--- config.mk ---
export PLATFORM = sky130hd
export DESIGN_NAME = mul_writeback
export DESIGN_NICKNAME = d
export VERILOG_FILES = /design/src/source/mul_pkg.sv /design/src/source/mul_writeback.sv
export SDC_FILE = /design/constraint.sdc
export NUM_CORES = 1
export LEC_CHECK = 0
export ABC_CLOCK_PERIOD_IN_PS = 1300
export BUFFER_PORTS_ARGS = -buffer_cell sky130_fd_sc_hd__buf_2
export CORE_MARGIN = 2
export CORE_UTILIZATION = 32
export CTS_BUF_LIST = sky130_fd_sc_hd__clkbuf_16
export DETAILED_ROUTE_END_ITERATION = 10
export PLACE_DENSITY = 0.74
export SYNTH_ARGS = -nofsm -noshare
export SYNTH_HDL_FRONTEND = slang
export SYNTH_SLANG_ARGS = --single-unit
--- constraint.sdc ---
create_clock -name clock -period 1.3 [get_ports clock]
set_clock_uncertainty 0.1 [all_clocks]
set_input_delay 0.39 -clock clock [delete_from_list [all_inputs] [get_ports clock]]
set_output_delay 0.39 -clock clock [all_outputs]
set_load 0.02 [all_outputs]
--- src/source/mul_pkg.sv ---
package mul_pkg;

	// Multiply operations, encoded as funct3
	typedef enum logic [1:0] {
		MUL_LO    = 2'd0,
		MUL_HI_SS = 2'd1,
		MUL_HI_SU = 2'd2,
		MUL_HI_UU = 2'd3
	} mul_op_t;

	// Destination register index
	localparam int REG_TAG_WIDTH = 5;

endpackage
--- src/source/mul_writeback.sv ---
module mul_writeback import mul_pkg::*; #(
	parameter int XLEN = 32
) (
	input  logic                     clock,
	input  logic                     reset,
	input  logic                     done,
	input  logic [2*XLEN-1:0]        product,
	input  mul_op_t                  op,
	input  logic [REG_TAG_WIDTH-1:0] rd,
	output logic                     resp_valid,
	output logic [REG_TAG_WIDTH-1:0] resp_rd,
	output logic [XLEN-1:0]          resp_result
);

	logic [XLEN-1:0] result_sel;

	// Low word for MUL, high word for the MULH variants
	always_comb begin
		if (op == MUL_LO) begin
			result_sel = product[XLEN-1:0];
		end else begin
			result_sel = product[2*XLEN-1:XLEN];
		end
	end

	always_ff @(posedge clock) begin
		resp_result <= result_sel;
		resp_rd     <= rd;
	end

	always_ff @(posedge clock) begin
		if (reset) begin
			resp_valid <= 1'b0;
		end else begin
			resp_valid <= done;
		end
	end

endmodule

# Word-level counts from Yosys, hierarchy flattened
# Index checks and enable logic that the tools add are counted.
[word_totals] reg_bits=38 input_bits=74 output_inout_bits=38
[op_classes] n_mux=1 reduce_logical=1
[op_table] op="2-to-1 mux 32 bit" n=1
[op_table] op="zero test 2 bit" n=1

# Logic depth before layout (Yosys ltp)
[logic_depth] depth_word=2 depth_mapped=3 depth_no_buf=2

# Least setup slack after synthesis
# Ideal clock, no wire load.
[synth_path] path_type="input to register" startpoint="input port op[1]" endpoint="register resp_result[0]" t_arrival_ps=1043 required_time_ps=1079 path_slack_ps=36 path_stages=3 n_path_buf=1 cell_sequence="nor2_4 clkbuf_8 mux2_2"
[synth_via] elab_chain_len=2
[synth_rtl] element="start, declared" line_no="mul_writeback.sv:8" rtl="input mul_op_t op,"
[synth_rtl] element="zero test 2 bit" line_no="mul_writeback.sv:19" rtl="if (op == MUL_LO) begin"
[synth_rtl] element="2-to-1 mux 32 bit" line_no="mul_writeback.sv:19"
[synth_rtl] element="net result_sel[0]" line_no="mul_writeback.sv:15" rtl="logic [XLEN-1:0] result_sel;"
[synth_rtl] element="end signal, assigned" line_no="mul_writeback.sv:27" rtl="resp_result <= result_sel;"
[synth_rtl] element="end, declared" line_no="mul_writeback.sv:12" rtl="output logic [XLEN-1:0] resp_result"
# The timed path passes the listed nets, and every way through them passes these cells.
# A chain may end at the register's enable or synchronous reset.

# Worst setup path in the final report
[layout_path] startpoint="register resp_result[18]" endpoint="output port resp_result[18]"
# No word-level cell between the ends.

==> results.json <==
{
  "whs_path_depth": 1,
  "final_nets": 266,
  "max_stage_delay_ns": 0.32,
  "ir_drop_mv": 0.7775,
  "cts_tree": "yes",
  "dieHeight_um": 64.92,
  "status": "finished, final reports clean",
  "crit_cells": 1,
  "initial_utilization": 0.3293,
  "worst_pin_slew_ns": 0.1479,
  "ys.flop_type": "dfxtp_1",
  "final_antenna_net_count": 0,
  "yosysSeqAreaShare": 0.6407,
  "final_cells": 241,
  "hold_start": "rd[1]",
  "path_delay_family": "flip-flops",
  "critPathSlowestCell": "dfxtp_1",
  "synthMuxAreaShare": 0.3098,
  "core-area_um2": 3606,
  "synthSimpleGateAreaFrac": 0.01475,
  "die_area_um2": 4214,
  "cp_max_fo": 1,
  "synthCells": 75,
  "diodes": 0,
  "wl_per_cell_um": 11.33,
  "clkSinkCount": 38,
  "synth.avg_cell_area_um2": 15.83,
  "startpoint": "resp_result[18]",
  "synth_compound_area_frac": 0,
  "synthAdderAreaFrac": 0,
  "synth_cell_types": 6,
  "ios": 112,
  "drc": 0,
  "viasPerCell": 4.141,
  "crit_buf_inv": 1,
  "cts_setup_buffers": 0,
  "powerDensity_nw_per_um2": 1449,
  "synth_area_leader_cell": "dfxtp_1",
  "post-route-period-util": 0.9574,
  "htreeDepth": 2,
  "grt_max_degree": 20,
  "drt-initial-drc-count": 17,
  "crit_chain": "buf_2",
  "synth_area_leaders": "dfxtp_1 (64%), mux2_2 (28%), clkbuf_8 (3.5%), mux2_4 (2.5%), nor2_4 (0.95%)",
  "setup_viol": 0,
  "yosysTopAreaCellShare": 0.6407,
  "root_buffer": "clkbuf_16",
  "p_leak_nw": 0.9746,
  "synth-seq-cells": 38,
  "drt-pass1-iter-count": 2,
  "place_inst": 233,
  "fill_cells": 352,
  "finalSetupTns_ns": 0,
  "ys_async_sr_fraction": 0,
  "synth.most_common_cell": "dfxtp_1",
  "rows": 22,
  "slew-limit-headroom": 0.9011,
  "syn_area_um2": 1187,
  "max-cap-violations": 0,
  "post-place-ws_ns": -0.1217,
  "cts.hold.buffers_added": 0,
  "final.setup.worst_slack_ns": 0.05538,
  "worstPathArrival_ns": 0.75,
  "max_freq_mhz": 803.5,
  "die_w_um": 64.92,
  "finalMaxSlewViolations": 0,
  "numPortBuffers": 111,
  "syn_to_final_growth_pct": 63.65,
  "grt_pass1_wl_mm": 4.188,
  "drt_wl_total_mm": 2.730,
  "clockBufferDepth": 2,
  "dr_total_vias": 998,
  "critical_path_required_ns": 0.81,
  "hpwl_mm": 2.220,
  "yosysWarnings": 0,
  "synthTopCellsByCount": "dfxtp_1 (38), mux2_2 (30), clkbuf_8 (3), mux2_4 (2)",
  "fin_crit_ns": 1.245,
  "first_global_vias": 1047,
  "hp-class": "in -> reg",
  "synth_edf_count": 0,
  "synth_xor_area_frac": 0,
  "end_kind": "primary output",
  "grt_overflow": 0,
  "numCtsBuffers": 5,
  "grt_usage": 0.1333,
  "cts.clk_slew.worst_paths_ns": 0.05,
  "synth_top_family_by_area": "multiplexers",
  "antenna_found_initial": 0,
  "rsz0062_at_grt": "false",
  "drive_gt1_frac": 0.7927,
  "start_kind": "flip-flop",
  "critPathKind": "reg -> out",
  "syn_nets": 149,
  "hold_violations": 0,
  "globalplace.congestion": 0.7227,
  "cts.repair.resized": 0
}
-- per-stage QoR --
stage / power (mW) / hold WS, ns / instance area [um^2] / utilization
floorplan: 1.528 / 0.3177 / 1187 / -
global placement: 1.727 / 0.3923 / 1802 / 0.4997
detailed placement: 1.734 / 0.3941 / 1802 / 0.4997
CTS: 2.884 / 0.1085 / 1943 / 0.5389
global route: 2.954 / 0.1111 / 1943 / 0.5389
finish: 2.816 / 0.1187 / 1943 / 0.5389
-- where the power goes --
| group | switching (mW) | internal [mW] | total (mW) | leakage (nW) |
|---|---|---|---|---|
| clock | 0.416 | 0.698 | 1.11 | 0.0672 |
| combinational | 0.209 | 0.220 | 0.429 | 0.587 |
| sequential | 0.0185 | 1.25 | 1.27 | 0.321 |
| total | 0.643 | 2.17 | 2.82 | 0.975 |
-- layout by cell type (no fill, tap or decap), drive strengths merged --
master	instances
clkbuf	5
buf	113
nor2b	1
mux2	32
dfxtp	38
nor2	1
clkinv	2
clkinvlp	1
-- area by class of cell --
| type | count | area, um^2 | share of cell area |
|---|---|---|---|
| Clock buffer | 5 | 125.1 | 0.06439 |
| Clock inverter | 3 | 16.27 | 0.008371 |
| Multi-Input combinational cell | 34 | 385.4 | 0.1983 |
| Sequential cell | 38 | 760.7 | 0.3915 |
| Tap cell | 48 | 60.06 | 0.03091 |
| Timing Repair Buffer | 113 | 595.6 | 0.3065 |
-- final timing paths --
check         endpoint  slack (ns)
max    resp_result[18]        0.06
min         resp_rd[1]        0.12
-- logic make-up (layout without fill, tap and decap cells) --
kind of cell | Yosys count | after routing
flops | 38 | 38
mux | 32 | 32
buf+inv | 3 | 121
simple gates | 2 | 2
-- state kept, by name (all words and copies together) (netlist names) --
register and flops:
resp_valid 1, resp_rd 5, resp_result 32
-- per-layer routing --
layer / share of wire / GRT usage / vias to the layer above
met5: 0 / 0 / -
met4: 0.026 / 0.09309 / 0
met3: 0.10 / 0.04340 / 6
met2: 0.55 / 0.2642 / 58
met1: 0.32 / 0.1062 / 444
li1: - / - / 490
Note: power is estimated with default switching activity, not from simulation.
