[config.mk]
export PLATFORM = sky130hd
export DESIGN_NAME = mul_issue
export DESIGN_NICKNAME = d
export VERILOG_FILES = /design/src/source/mul_pkg.sv /design/src/source/mul_issue.sv
export SDC_FILE = /design/constraint.sdc
export NUM_CORES = 1
export LEC_CHECK = 0
export BUFFER_PORTS_ARGS = -buffer_cell sky130_fd_sc_hd__buf_4
export CAP_MARGIN = 20
export CELL_PAD_IN_SITES_DETAIL_PLACEMENT = 2
export CELL_PAD_IN_SITES_GLOBAL_PLACEMENT = 2
export CORE_ASPECT_RATIO = 1.25
export CORE_MARGIN = 3
export CORE_UTILIZATION = 18
export CTS_CLUSTER_SIZE = 30
export DETAILED_ROUTE_END_ITERATION = 8
export MAX_ROUTING_LAYER = met4
export PLACE_DENSITY_LB_ADDON = 0.15
export SETUP_SLACK_MARGIN = 0.5
export SLEW_MARGIN = 20
export SYNTH_ARGS = -nofsm -noshare
export SYNTH_HDL_FRONTEND = slang
export SYNTH_SLANG_ARGS = --single-unit
[constraint.sdc]
create_clock -name clock -period 1.3 [get_ports clock]
set_input_delay 0.26 -clock clock [delete_from_list [all_inputs] [get_ports clock]]
set_output_delay 0.26 -clock clock [all_outputs]
set_load 0.02 [all_outputs]
[src/source/mul_pkg.sv]
package mul_pkg;

	// Multiply operations, encoded as funct3
	typedef enum logic [1:0] {
		MUL_LO    = 2'd0,
		MUL_HI_SS = 2'd1,
		MUL_HI_SU = 2'd2,
		MUL_HI_UU = 2'd3
	} mul_op_t;

	// Destination register index
	localparam int REG_TAG_WIDTH = 5;

endpackage
[src/source/mul_issue.sv]
module mul_issue import mul_pkg::*; #(
	parameter int XLEN = 32
) (
	input  logic                     clock,
	input  logic                     reset,
	input  logic                     req_valid,
	input  mul_op_t                  req_op,
	input  logic [XLEN-1:0]          req_rs1,
	input  logic [XLEN-1:0]          req_rs2,
	input  logic [REG_TAG_WIDTH-1:0] req_rd,
	output logic                     start,
	output logic [2*XLEN-1:0]        mcand,
	output logic [2*XLEN-1:0]        mplier,
	output mul_op_t                  op,
	output logic [REG_TAG_WIDTH-1:0] rd
);

	logic              rs1_signed;
	logic              rs2_signed;
	logic [2*XLEN-1:0] mcand_ext;
	logic [2*XLEN-1:0] mplier_ext;

	// rs1 is signed for MULH and MULHSU, rs2 only for MULH
	assign rs1_signed = (req_op == MUL_HI_SS) || (req_op == MUL_HI_SU);
	assign rs2_signed = (req_op == MUL_HI_SS);

	always_comb begin
		if (rs1_signed) begin
			mcand_ext = {{XLEN{req_rs1[XLEN-1]}}, req_rs1};
		end else begin
			mcand_ext = {{XLEN{1'b0}}, req_rs1};
		end
		if (rs2_signed) begin
			mplier_ext = {{XLEN{req_rs2[XLEN-1]}}, req_rs2};
		end else begin
			mplier_ext = {{XLEN{1'b0}}, req_rs2};
		end
	end

	always_ff @(posedge clock) begin
		if (reset) begin
			start <= 1'b0;
		end else begin
			start <= req_valid;
		end
	end

	// Operands and tag
	always_ff @(posedge clock) begin
		mcand  <= mcand_ext;
		mplier <= mplier_ext;
		op     <= req_op;
		rd     <= req_rd;
	end

endmodule

* Yosys cells after proc, flatten, opt, wreduce, memory -nomap -nowiden
Cells that the tools add are included.
** Word-level totals
- Output and inout port bits :: 136
- Register bits :: 74
- Word-level logic and storage cells :: 10
- Input bits :: 74
** Cells by class
- Reductions and logical operators :: 1
- Equality and inequality tests :: 2
** Operators with widths (number)
- $eq 2x1->1 const B :: 1
- $eq 2x2->1 const B :: 1
- $logic_or 1x1->1 :: 1

* Depth between registers and ports, before layout
Gate-level depths: netlist (run 1).
- Depth after elaboration :: 2
- Mapped depth :: 3
- Depth with buffers taken out :: 3

* Worst setup path before layout (run 1)
OpenSTA, ideal clock, no wires.
- Path kind :: register to output
- Start :: register, netlist name mcand[32]
- End :: output mcand[33]
- Slack :: -0.132 ns
- Required time :: 1.040 ns
- Cell stages (with the launch flop) :: 2
- Data arrival time :: 1.172 ns
- Path buffers :: 1
- Cell sequence :: dfxtp_1 -> buf_4
** RTL lines
- end, declared :: RTL line mul_issue.sv:12 : output logic [2*XLEN-1:0] mcand,
No word-level cell between the ends.

* Worst setup path after layout (run 1)
- Start :: register, netlist name mplier[32]
- End :: output mplier[60]
** RTL lines
- end, declared :: RTL line mul_issue.sv:13 : output logic [2*XLEN-1:0] mplier,
No word-level cell between the ends.

==> out/qor.csv, run 1 <==
stage,metric,value,unit
outcome,outcome,finished clean,
layout,Layout area overhead,102,%
clock_tree,number of buffers created by CTS,9,
synthesis,area share of the leading cell type in the synthesized netlist,74.2,%
synthesis,synth cell count leaders,"74 x dfxtp_1, 62 x buf_4, 2 x nor2b_4",
critical_path,cell breakdown of the critical path,buf_8 -> buf_4,
placement,placed insts,420,
critical_path,CP max stage delay,0.36,ns
route,drt wl/cell,14.4,um
die,Starting Density,18.6,%
sta,RSZ-0062 raised after global routing,yes,
power,maximum vdd drop,0.720,mV
die,Core Area,10700,sq um
layout,final core occ,37.6,%
critical_path,CP Max Fanout,16,
clock_tree,CTS tree,built,
layout,Post-layout nets,378,
power,Pleak,1.96,nW
critical_path,WS Path Type,reg -> out,
critical_path,Worst EP required,1.04,ns
clock_tree,root buf cell,clkbuf_16,
route,overall routed net length,6310,um
layout,antenna diode count,0,
critical_path,"Slowest-stage cell, CP",dfxtp_4,
clock_tree,Post-CTS Hold Fix Bufs,0,
sta,Final period util,95.0,%
placement,buffers added on ports,209,
synthesis,syn_nets,216,
synthesis,Yosys Warn Count,0,
layout,share of layout cells above drive strength 1,98.7,%
sta,setup TNS,0,ns
synthesis,post-synth top area cell,dfxtp_1,
layout,FILL cells,1126,
synthesis,cells after synthesis,141,
synthesis,most common cell in the netlist,dfxtp_1,
clock_tree,H-tree levels,3,
placement,routability cong.,0.673,
route,DRC,0,
synthesis,Post-synth EDFFs,0,
grt,GRT Util Overall,10.1,%
placement,hpwl dp,5160,um
grt,pin count of the biggest net entering global routing,17,
critical_path,worst path buffer plus inverter count,2,
route,Pre-antenna DRT Iters,3,
sta,minimum clock period,1.24,ns
synthesis,Cell variety after synth,6,
die,IO Pins,210,
clock_tree,clk buf depth,2,
clock_tree,"CTS clk-pin slew, worst paths",0.06,ns
die,die area,12400,sq um
die,Die Ht,124,um
synthesis,"FFs w/ async S/R, synth",0,%
grt,initial antenna violation count,0,
synthesis,"Seq/Total Area, Yosys",74.2,%
grt,vias in the first global route,1545,
synthesis,ranking of synthesized cells by area,"dfxtp_1 74%, buf_4 23%, nor2b_4 1.4%, ha_1 0.63%, and2_1 0.31%",
route,via/cell ratio,3.50,
power,power per cell area,1460,nW/um^2
sta,Rel. slew slack,93.2,%
synthesis,prevailing post-synth register cell,dfxtp_1,
critical_path,Setup crit end kind,output pin,
sta,final hold violations,0,
critical_path,Worst Setup Start Kind,register,
critical_path,critical path arrival,0.98,ns
route,Starting DRT DRC Count,25,
sta,worst-margin pin slew,0.102,ns
sta,Setup Viol. Count Final,0,
layout,final std cells w/o fill,438,
job,max_cap viols,0,
synthesis,Yosys reg bits,74,
min_path,Hold Path Class,in -> reg,
grt,first-pass GRT wire length,8540,um
route,DR vias,1535,
synthesis,mapped cell area,2000,sq um
die,die width,100,um
critical_path,Crit path max-delay family,flip-flops,
die,Core Rows,42,
synthesis,"Avg Cell Area, Syn",14.2,sq um
sta,Slew Limit Fails,0,
clock_tree,CTS sink count,74,
route,Final ANT Viol Nets,0,
grt,"Remaining Overflow, GRT",0,
sta,FMAX,0.810,GHz
flip-flops by register name (all words and copies together) (netlist names):
register	count
mcand	33
start	1
rd	5
mplier	33
op	2
cell type report:
class | instances | area [sq um] | share of cell area, %
repair buffers | 213 | 1940 | 48.2
flip-flops and latches | 74 | 1580 | 39.2
clock buffers | 12 | 256 | 6.36
well taps | 132 | 165 | 4.10
multi-input cells | 4 | 46.3 | 1.15
clock inverters | 2 | 36.3 | 0.900
inverters | 1 | 3.75 | 0.0931
layer usage:
| layer | vias to the layer above | wire [um] | part of all wire [%] | track usage [%] |
|---|---|---|---|---|
| li1 | 694 | - | - | - |
| met1 | 705 | 1650 | 26 | 7.97 |
| met4 | 0 | 153 | 2.4 | 8.09 |
| met2 | 127 | 3670 | 58 | 18.5 |
| met3 | 9 | 829 | 13 | 3.59 |
| met5 | - | 0 | 0 | - |
logic make-up after synthesis:
family	count (synthesis)	share of synthesized area (%)
buffers and inverters	63	23.5
and+or+nand+nor	3	1.69
DFF	74	74.2
adders and majority gates	1	0.626
worst paths after layout:
path                              start                 to  slack (ns)  depth (start not counted)
setup / recovery  mplier[32]$_SDFF_PP0_         mplier[60]        0.06                          2
hold / removal              req_rs1[21]  mcand[21]$_DFF_P_        0.04                          1
per-stage QoR:
step           worst slack (ns)  hold WS [ns]  instance area (sq um)  power [W]
5_1_grt                  0.0100       0.00960                   4030    0.00617
4_1_cts                  0.0405        0.0129                   4030    0.00603
3_5_place_dp              0.326         0.365                   3270    0.00337
6_report                 0.0648        0.0356                   4030    0.00589
2_1_floorplan             0.339         0.288                   2000    0.00297
3_3_place_gp              0.342         0.365                   3270    0.00335
power breakdown:
part	switching [W]	leakage [nW]	internal [W]
clock	0.000861	0.145	0.00157
combinational	0.000459	1.19	0.000531
sequential	0.0000570	0.626	0.00242
placed cells by master (no fill, tap or decap):
master       n
dfxtp_2     72
and2_1       1
bufinv_16    1
buf_8        2
inv_4        1
nor2b_4      2
buf_12       2
ha_1         1
buf_4      128
clkbuf_16    9
buf_6       81
clkbuf_1     1
dfxtp_4      2
clkbuf_8     2
inv_1        1
repair_timing:
action	in CTS	in global routing
hold endpoints to repair	0	0
setup endpoints to repair	136	136
buffers inserted	4	0
pin swaps	0	0
gates resized for setup	157	0
No activity file was read; power rests on OpenSTA's default activity.
==> inputs of run 2 (changes only) <==
Settings changed: CELL_PAD_IN_SITES_DETAIL_PLACEMENT 2 to not set, CELL_PAD_IN_SITES_GLOBAL_PLACEMENT 2 to not set, CORE_UTILIZATION 18 to 30, PLACE_DENSITY set to 0.71, PLACE_DENSITY_LB_ADDON 0.15 to not set, TNS_END_PERCENT set to 30.
==> run 2 against run 1 <==
  * Via count grew 13%
  * Largest cell class unchanged
  * Sequential share of layout area decreased by 2.8 points
  * Wire length grew 8.2%
  * Non-clock buffer count rose by 45
  * Sequential power hardly changed
  * Largest power group unchanged
  * Total power is 8.5% lower
  * Critical path type unchanged
  * Cell count is the same
  * Combinational power increased by 13%
  * Clock-buffer cell count down 2
  * Fmax down 1.8%
==> out/qor.csv, run 2 (same netlist as run 1, synthesis figures left out) <==
stage,metric,value,unit,change
sta,setup TNS,0,ns,unchanged
power,power per cell area,1240,nW/um^2,was 1460 nW/um^2
critical_path,CP Max Fanout,16,,unchanged
power,maximum vdd drop,1.21,mV,was 0.720 mV
critical_path,WS Path Type,reg -> out,,unchanged
layout,share of layout cells above drive strength 1,86.1,%,was 98.7%
route,overall routed net length,6830,um,was 6310 um
critical_path,Worst Setup Start Kind,register,,unchanged
clock_tree,number of buffers created by CTS,9,,unchanged
route,Final ANT Viol Nets,0,,unchanged
critical_path,Worst EP required,1.04,ns,about the same
grt,vias in the first global route,1634,,was 1545
layout,antenna diode count,0,,unchanged
die,die width,79.0,um,was 100 um
sta,FMAX,0.795,GHz,was 0.810 GHz
sta,final hold violations,0,,unchanged
sta,PnR worst setup slack,0.0422,ns,was 0.0648 ns
power,switch share,26.9,%,was 23.4%
grt,initial antenna violation count,0,,unchanged
die,Core Area,6330,sq um,was 10700 sq um
sta,minimum clock period,1.26,ns,was 1.24 ns
sta,Rel. slew slack,92.8,%,was 93.2%
layout,biggest regs,"mcand x33, mplier x33, rd x5",,unchanged
grt,"Remaining Overflow, GRT",0,,unchanged
outcome,outcome,finished clean,,unchanged
route,Pre-antenna DRT Iters,4,,was 3
power,sequential share of power,45.9,%,was 42.0%
route,via/cell ratio,3.96,,was 3.50
layout,"commonest non-fill, non-tap cells in the layout","125 x buf_4, 84 x buf_6, 72 x dfxtp_2, 45 x dlygate4sd3_1, 9 x clkbuf_8",,"was 128 x buf_4, 81 x buf_6, 72 x dfxtp_2, 9 x clkbuf_16"
die,Starting Density,31.6,%,was 18.6%
clock_tree,CTS tree,built,,unchanged
die,IO Pins,210,,unchanged
power,Comb pwr share,20.7,%,was 16.8%
placement,placed insts,373,,was 420
die,Die Ht,97.2,um,was 124 um
route,Starting DRT DRC Count,31,,was 25
layout,final std cells w/o fill,438,,unchanged
sta,Setup Viol. Count Final,0,,unchanged
grt,GRT Util Overall,13.9,%,was 10.1%
placement,buffers added on ports,209,,unchanged
layout,Post-layout nets,423,,was 378
power,Pleak,2.10,nW,was 1.96 nW
min_path,Hold Path Class,in -> reg,,unchanged
route,drt wl/cell,15.6,um,was 14.4 um
critical_path,Setup crit end kind,output pin,,unchanged
clock_tree,root buf cell,clkbuf_8,,was clkbuf_16
power,power share of the clock group,33.4,%,was 41.2%
clock_tree,clk buf depth,2,,unchanged
grt,first-pass GRT wire length,7650,um,was 8540 um
sta,Final period util,96.8,%,was 95.0%
placement,hpwl dp,4050,um,was 5160 um
placement,dpl ws,0.325,ns,was 0.326 ns
sta,Slew Limit Fails,0,,unchanged
power,Tot Pwr,0.00539,W,was 0.00589 W
clock_tree,CTS sink count,74,,unchanged
sta,RSZ-0062 raised after global routing,yes,,unchanged
layout,Layout area overhead,117,%,was 102%
grt,pin count of the biggest net entering global routing,17,,unchanged
clock_tree,"CTS clk-pin slew, worst paths",0.08,ns,was 0.06 ns
power,P_sw,0.00145,W,was 0.00138 W
route,DR vias,1734,,was 1535
die,Core Rows,32,,was 42
route,DRC,0,,unchanged
sta,worst-margin pin slew,0.109,ns,was 0.102 ns
layout,final core occ,68.6,%,was 37.6%
layout,"commonest non-fill, non-tap cell in the layout",buf_4,,unchanged
job,max_cap viols,0,,unchanged
clock_tree,H-tree levels,3,,unchanged
critical_path,critical path arrival,1.00,ns,was 0.98 ns
power,Internal,0.00394,W,was 0.00452 W
placement,routability cong.,0.687,,was 0.673
die,die area,7680,sq um,was 12400 sq um
-- run 2: cell types whose count changed in the layout (fill, tap and decap cells not counted) --
cell,change
clkinvlp_4,+1
clkbuf_16,-9
buf_6,+3
inv_6,+2
clkbuf_8,+7
buf_4,-3
clkinv_4,+2
inv_4,-1
dlygate4sd3_1,+45
-- run 2: layout make-up --
cell class	instances	area [sq um]
clock buffers	10	128
repair buffers	258	2400
fillers	428	1990
multi-input cells	4	46.3
clock inverters	6	72.6
flip-flops and latches	74	1580
well taps	85	106
inverters	1	3.75
-- run 2: power groups by stage --
stage               clock, W  combinational [W]  sequential (W)
floorplan                  0           0.000318         0.00265
global placement           0           0.000846         0.00249
detailed placement         0           0.000854         0.00250
CTS                  0.00183           0.000967         0.00242
global route         0.00195            0.00117         0.00249
finish               0.00180            0.00112         0.00248
-- run 2: worst paths after layout --
path	cells after the start	slack (ns)	startpoint	end
max	2	0.04	mcand[32]$_SDFF_PN0_	mcand[49]
min	1	0.02	req_rs2[5]	mplier[5]$_DFF_P_
-- run 2: what timing repair did --
action,4_1_cts,5_1_grt
setup endpoints to repair,136,136
gates resized for setup,15,145
setup buffers,4,0
pin swaps,0,0
gates cloned,0,0
endpoints found under the hold margin,17,28
hold buffers,17,28
-- run 2: metrics by stage --
stage | hold WS (ns) | instance area, sq um
after floorplan | 0.288 | 2000
after global placement | 0.364 | 3210
after detailed placement | 0.365 | 3210
after CTS | 0.0000324 | 3700
after global routing | -0.00170 | 4340
final | 0.0205 | 4340
-- run 2: critical path, stage by stage, from the launching register on --
cell and delay [ns]:
dfxtp_4 0.36, buf_12 0.14, buf_4 0.16
-- run 2: metal layers --
| metal | track usage, % | wire length, um | up-vias | part of all wire, % |
|---|---|---|---|---|
| li1 | - | - | 782 | - |
| met1 | 11.7 | 1900 | 784 | 28 |
| met2 | 24.7 | 3760 | 152 | 55 |
| met3 | 7.33 | 1010 | 16 | 15 |
| met4 | 6.35 | 150 | 0 | 2.2 |
| met5 | - | 0 | - | 0 |
==> inputs of run 3 (changes only) <==
Settings changed: RECOVER_POWER set to 25.
==> run 3 against run 2 <==
  * Worst setup slack about the same
  * Clock power about the same
  * Clock-buffer cell count unchanged
  * First-iteration DRC count increased by 6.5%
  * Utilization decreased by 0.18 points
  * Highest routed layer unchanged
==> out/qor.csv, run 3 (same netlist as run 1, synthesis figures left out) <==
stage,metric,value,unit,change
critical_path,CP Max Fanout,16,,unchanged
critical_path,CP startpoint,mcand[32]$_SDFF_PN0_,,unchanged
critical_path,Setup crit end kind,output pin,,unchanged
sta,Slew Limit Fails,0,,unchanged
route,Final ANT Viol Nets,0,,unchanged
critical_path,WS Path Type,reg -> out,,unchanged
route,Pre-antenna DRT Iters,4,,unchanged
sta,final hold violations,0,,unchanged
power,maximum vdd drop,1.22,mV,was 1.21 mV
sta,Min Hold Slack,0.0410,ns,was 0.0205 ns
route,DR vias,1725,,was 1734
layout,final core occ,68.4,%,was 68.6%
route,overall routed net length,6830,um,about the same
min_path,Hold Path Class,in -> reg,,unchanged
clock_tree,CTS tree,built,,unchanged
route,Starting DRT DRC Count,33,,was 31
die,Die Ht,97.2,um,unchanged
die,Core Rows,32,,unchanged
route,via/cell ratio,3.94,,was 3.96
sta,minimum clock period,1.26,ns,about the same
outcome,outcome,finished clean,,unchanged
sta,Final period util,96.8,%,about the same
sta,worst-margin pin slew,0.127,ns,was 0.109 ns
grt,initial antenna violation count,0,,unchanged
min_path,Hold Crit Start,req_rs2[5],,unchanged
grt,GRT Util Overall,13.9,%,unchanged
grt,vias in the first global route,1634,,unchanged
die,Core Area,6330,sq um,unchanged
sta,Rel. slew slack,91.5,%,was 92.8%
grt,pin count of the biggest net entering global routing,17,,unchanged
sta,FMAX,0.795,GHz,about the same
placement,routability cong.,0.687,,unchanged
critical_path,critical path arrival,1.00,ns,about the same
die,die area,7680,sq um,unchanged
clock_tree,CTS sink count,74,,unchanged
route,DRC,0,,unchanged
sta,Setup Viol. Count Final,0,,unchanged
route,drt wl/cell,15.6,um,about the same
clock_tree,root buf cell,clkbuf_8,,unchanged
clock_tree,number of buffers created by CTS,9,,unchanged
layout,Layout area overhead,117,%,about the same
die,Starting Density,31.6,%,unchanged
grt,"Remaining Overflow, GRT",0,,unchanged
clock_tree,clk buf depth,2,,unchanged
placement,buffers added on ports,209,,unchanged
critical_path,Worst Setup Start Kind,register,,unchanged
power,power per cell area,1240,nW/um^2,about the same
grt,first-pass GRT wire length,7650,um,unchanged
layout,Post-layout nets,423,,unchanged
power,Pleak,2.09,nW,was 2.10 nW
die,IO Pins,210,,unchanged
placement,hpwl dp,4050,um,unchanged
job,max_cap viols,0,,unchanged
clock_tree,"CTS clk-pin slew, worst paths",0.08,ns,about the same
layout,antenna diode count,0,,unchanged
layout,"commonest non-fill, non-tap cells in the layout","89 x buf_4, 84 x buf_6, 72 x dfxtp_2, 45 x dlygate4sd3_1, 35 x clkbuf_4",,"was 125 x buf_4, 84 x buf_6, 72 x dfxtp_2, 45 x dlygate4sd3_1, 9 x clkbuf_8"
layout,"commonest non-fill, non-tap cell in the layout",buf_4,,unchanged
sta,RSZ-0062 raised after global routing,yes,,unchanged
layout,share of layout cells above drive strength 1,85.6,%,was 86.1%
clock_tree,H-tree levels,3,,unchanged
die,die width,79.0,um,unchanged
layout,biggest regs,"mcand x33, mplier x33, rd x5",,unchanged
critical_path,Worst EP required,1.04,ns,about the same
## run 3: worst paths after layout
| path | to | depth (start not counted) |
|---|---|---|
| worst max-delay path | mcand[49] | 2 |
| worst min-delay path | mplier[5]$_DFF_P_ | 1 |
## run 3: repair_timing
action                                  in CTS  in global routing
cloned                                       0                  0
endpoints found under the setup margin     136                136
setup buffers                                4                  0
gates resized for setup                     15                145
hold buffers                                17                 28
endpoints found under the hold margin       17                 28
## run 3: worst max-delay path: stages (launching register included)
cell and delay [ns]:
dfxtp_4 0.36, buf_12 0.14, buf_4 0.16
## run 3: metrics by stage
step                std cells  power [W]  instance area [sq um]  setup slack [ns]  TNS (ns)
floorplan                 141    0.00297                   2000             0.339         0
global placement          373    0.00334                   3210             0.350         0
detailed placement        373    0.00335                   3210             0.325         0
CTS                       410    0.00522                   3700            0.0170         0
global route              438    0.00560                   4330           -0.0137    -0.239
finish                    438    0.00539                   4330            0.0418         0
## run 3: layout make-up
type / count / area, sq um
clock buffer: 10 / 128
sequential: 74 / 1580
clock inverter: 6 / 72.6
multi-input combinational: 4 / 38.8
fill: 432 / 2000
tap: 85 / 106
timing repair buffer: 258 / 2400
inverter: 1 / 3.75
## run 3: where the power goes
group	internal (W)	switching, W	leakage, nW
registers	0.00241	0.0000648	0.626
clock network	0.000908	0.000899	0.0975
logic	0.000614	0.000493	1.36
total	0.00393	0.00146	2.09
## run 3: routing by layer
metal,up-vias,track usage [%],share of wire (%)
li1,783,-,-
met1,779,11.7,28
met2,151,24.7,55
met3,12,7.33,15
met4,0,6.35,2.1
met5,-,-,0
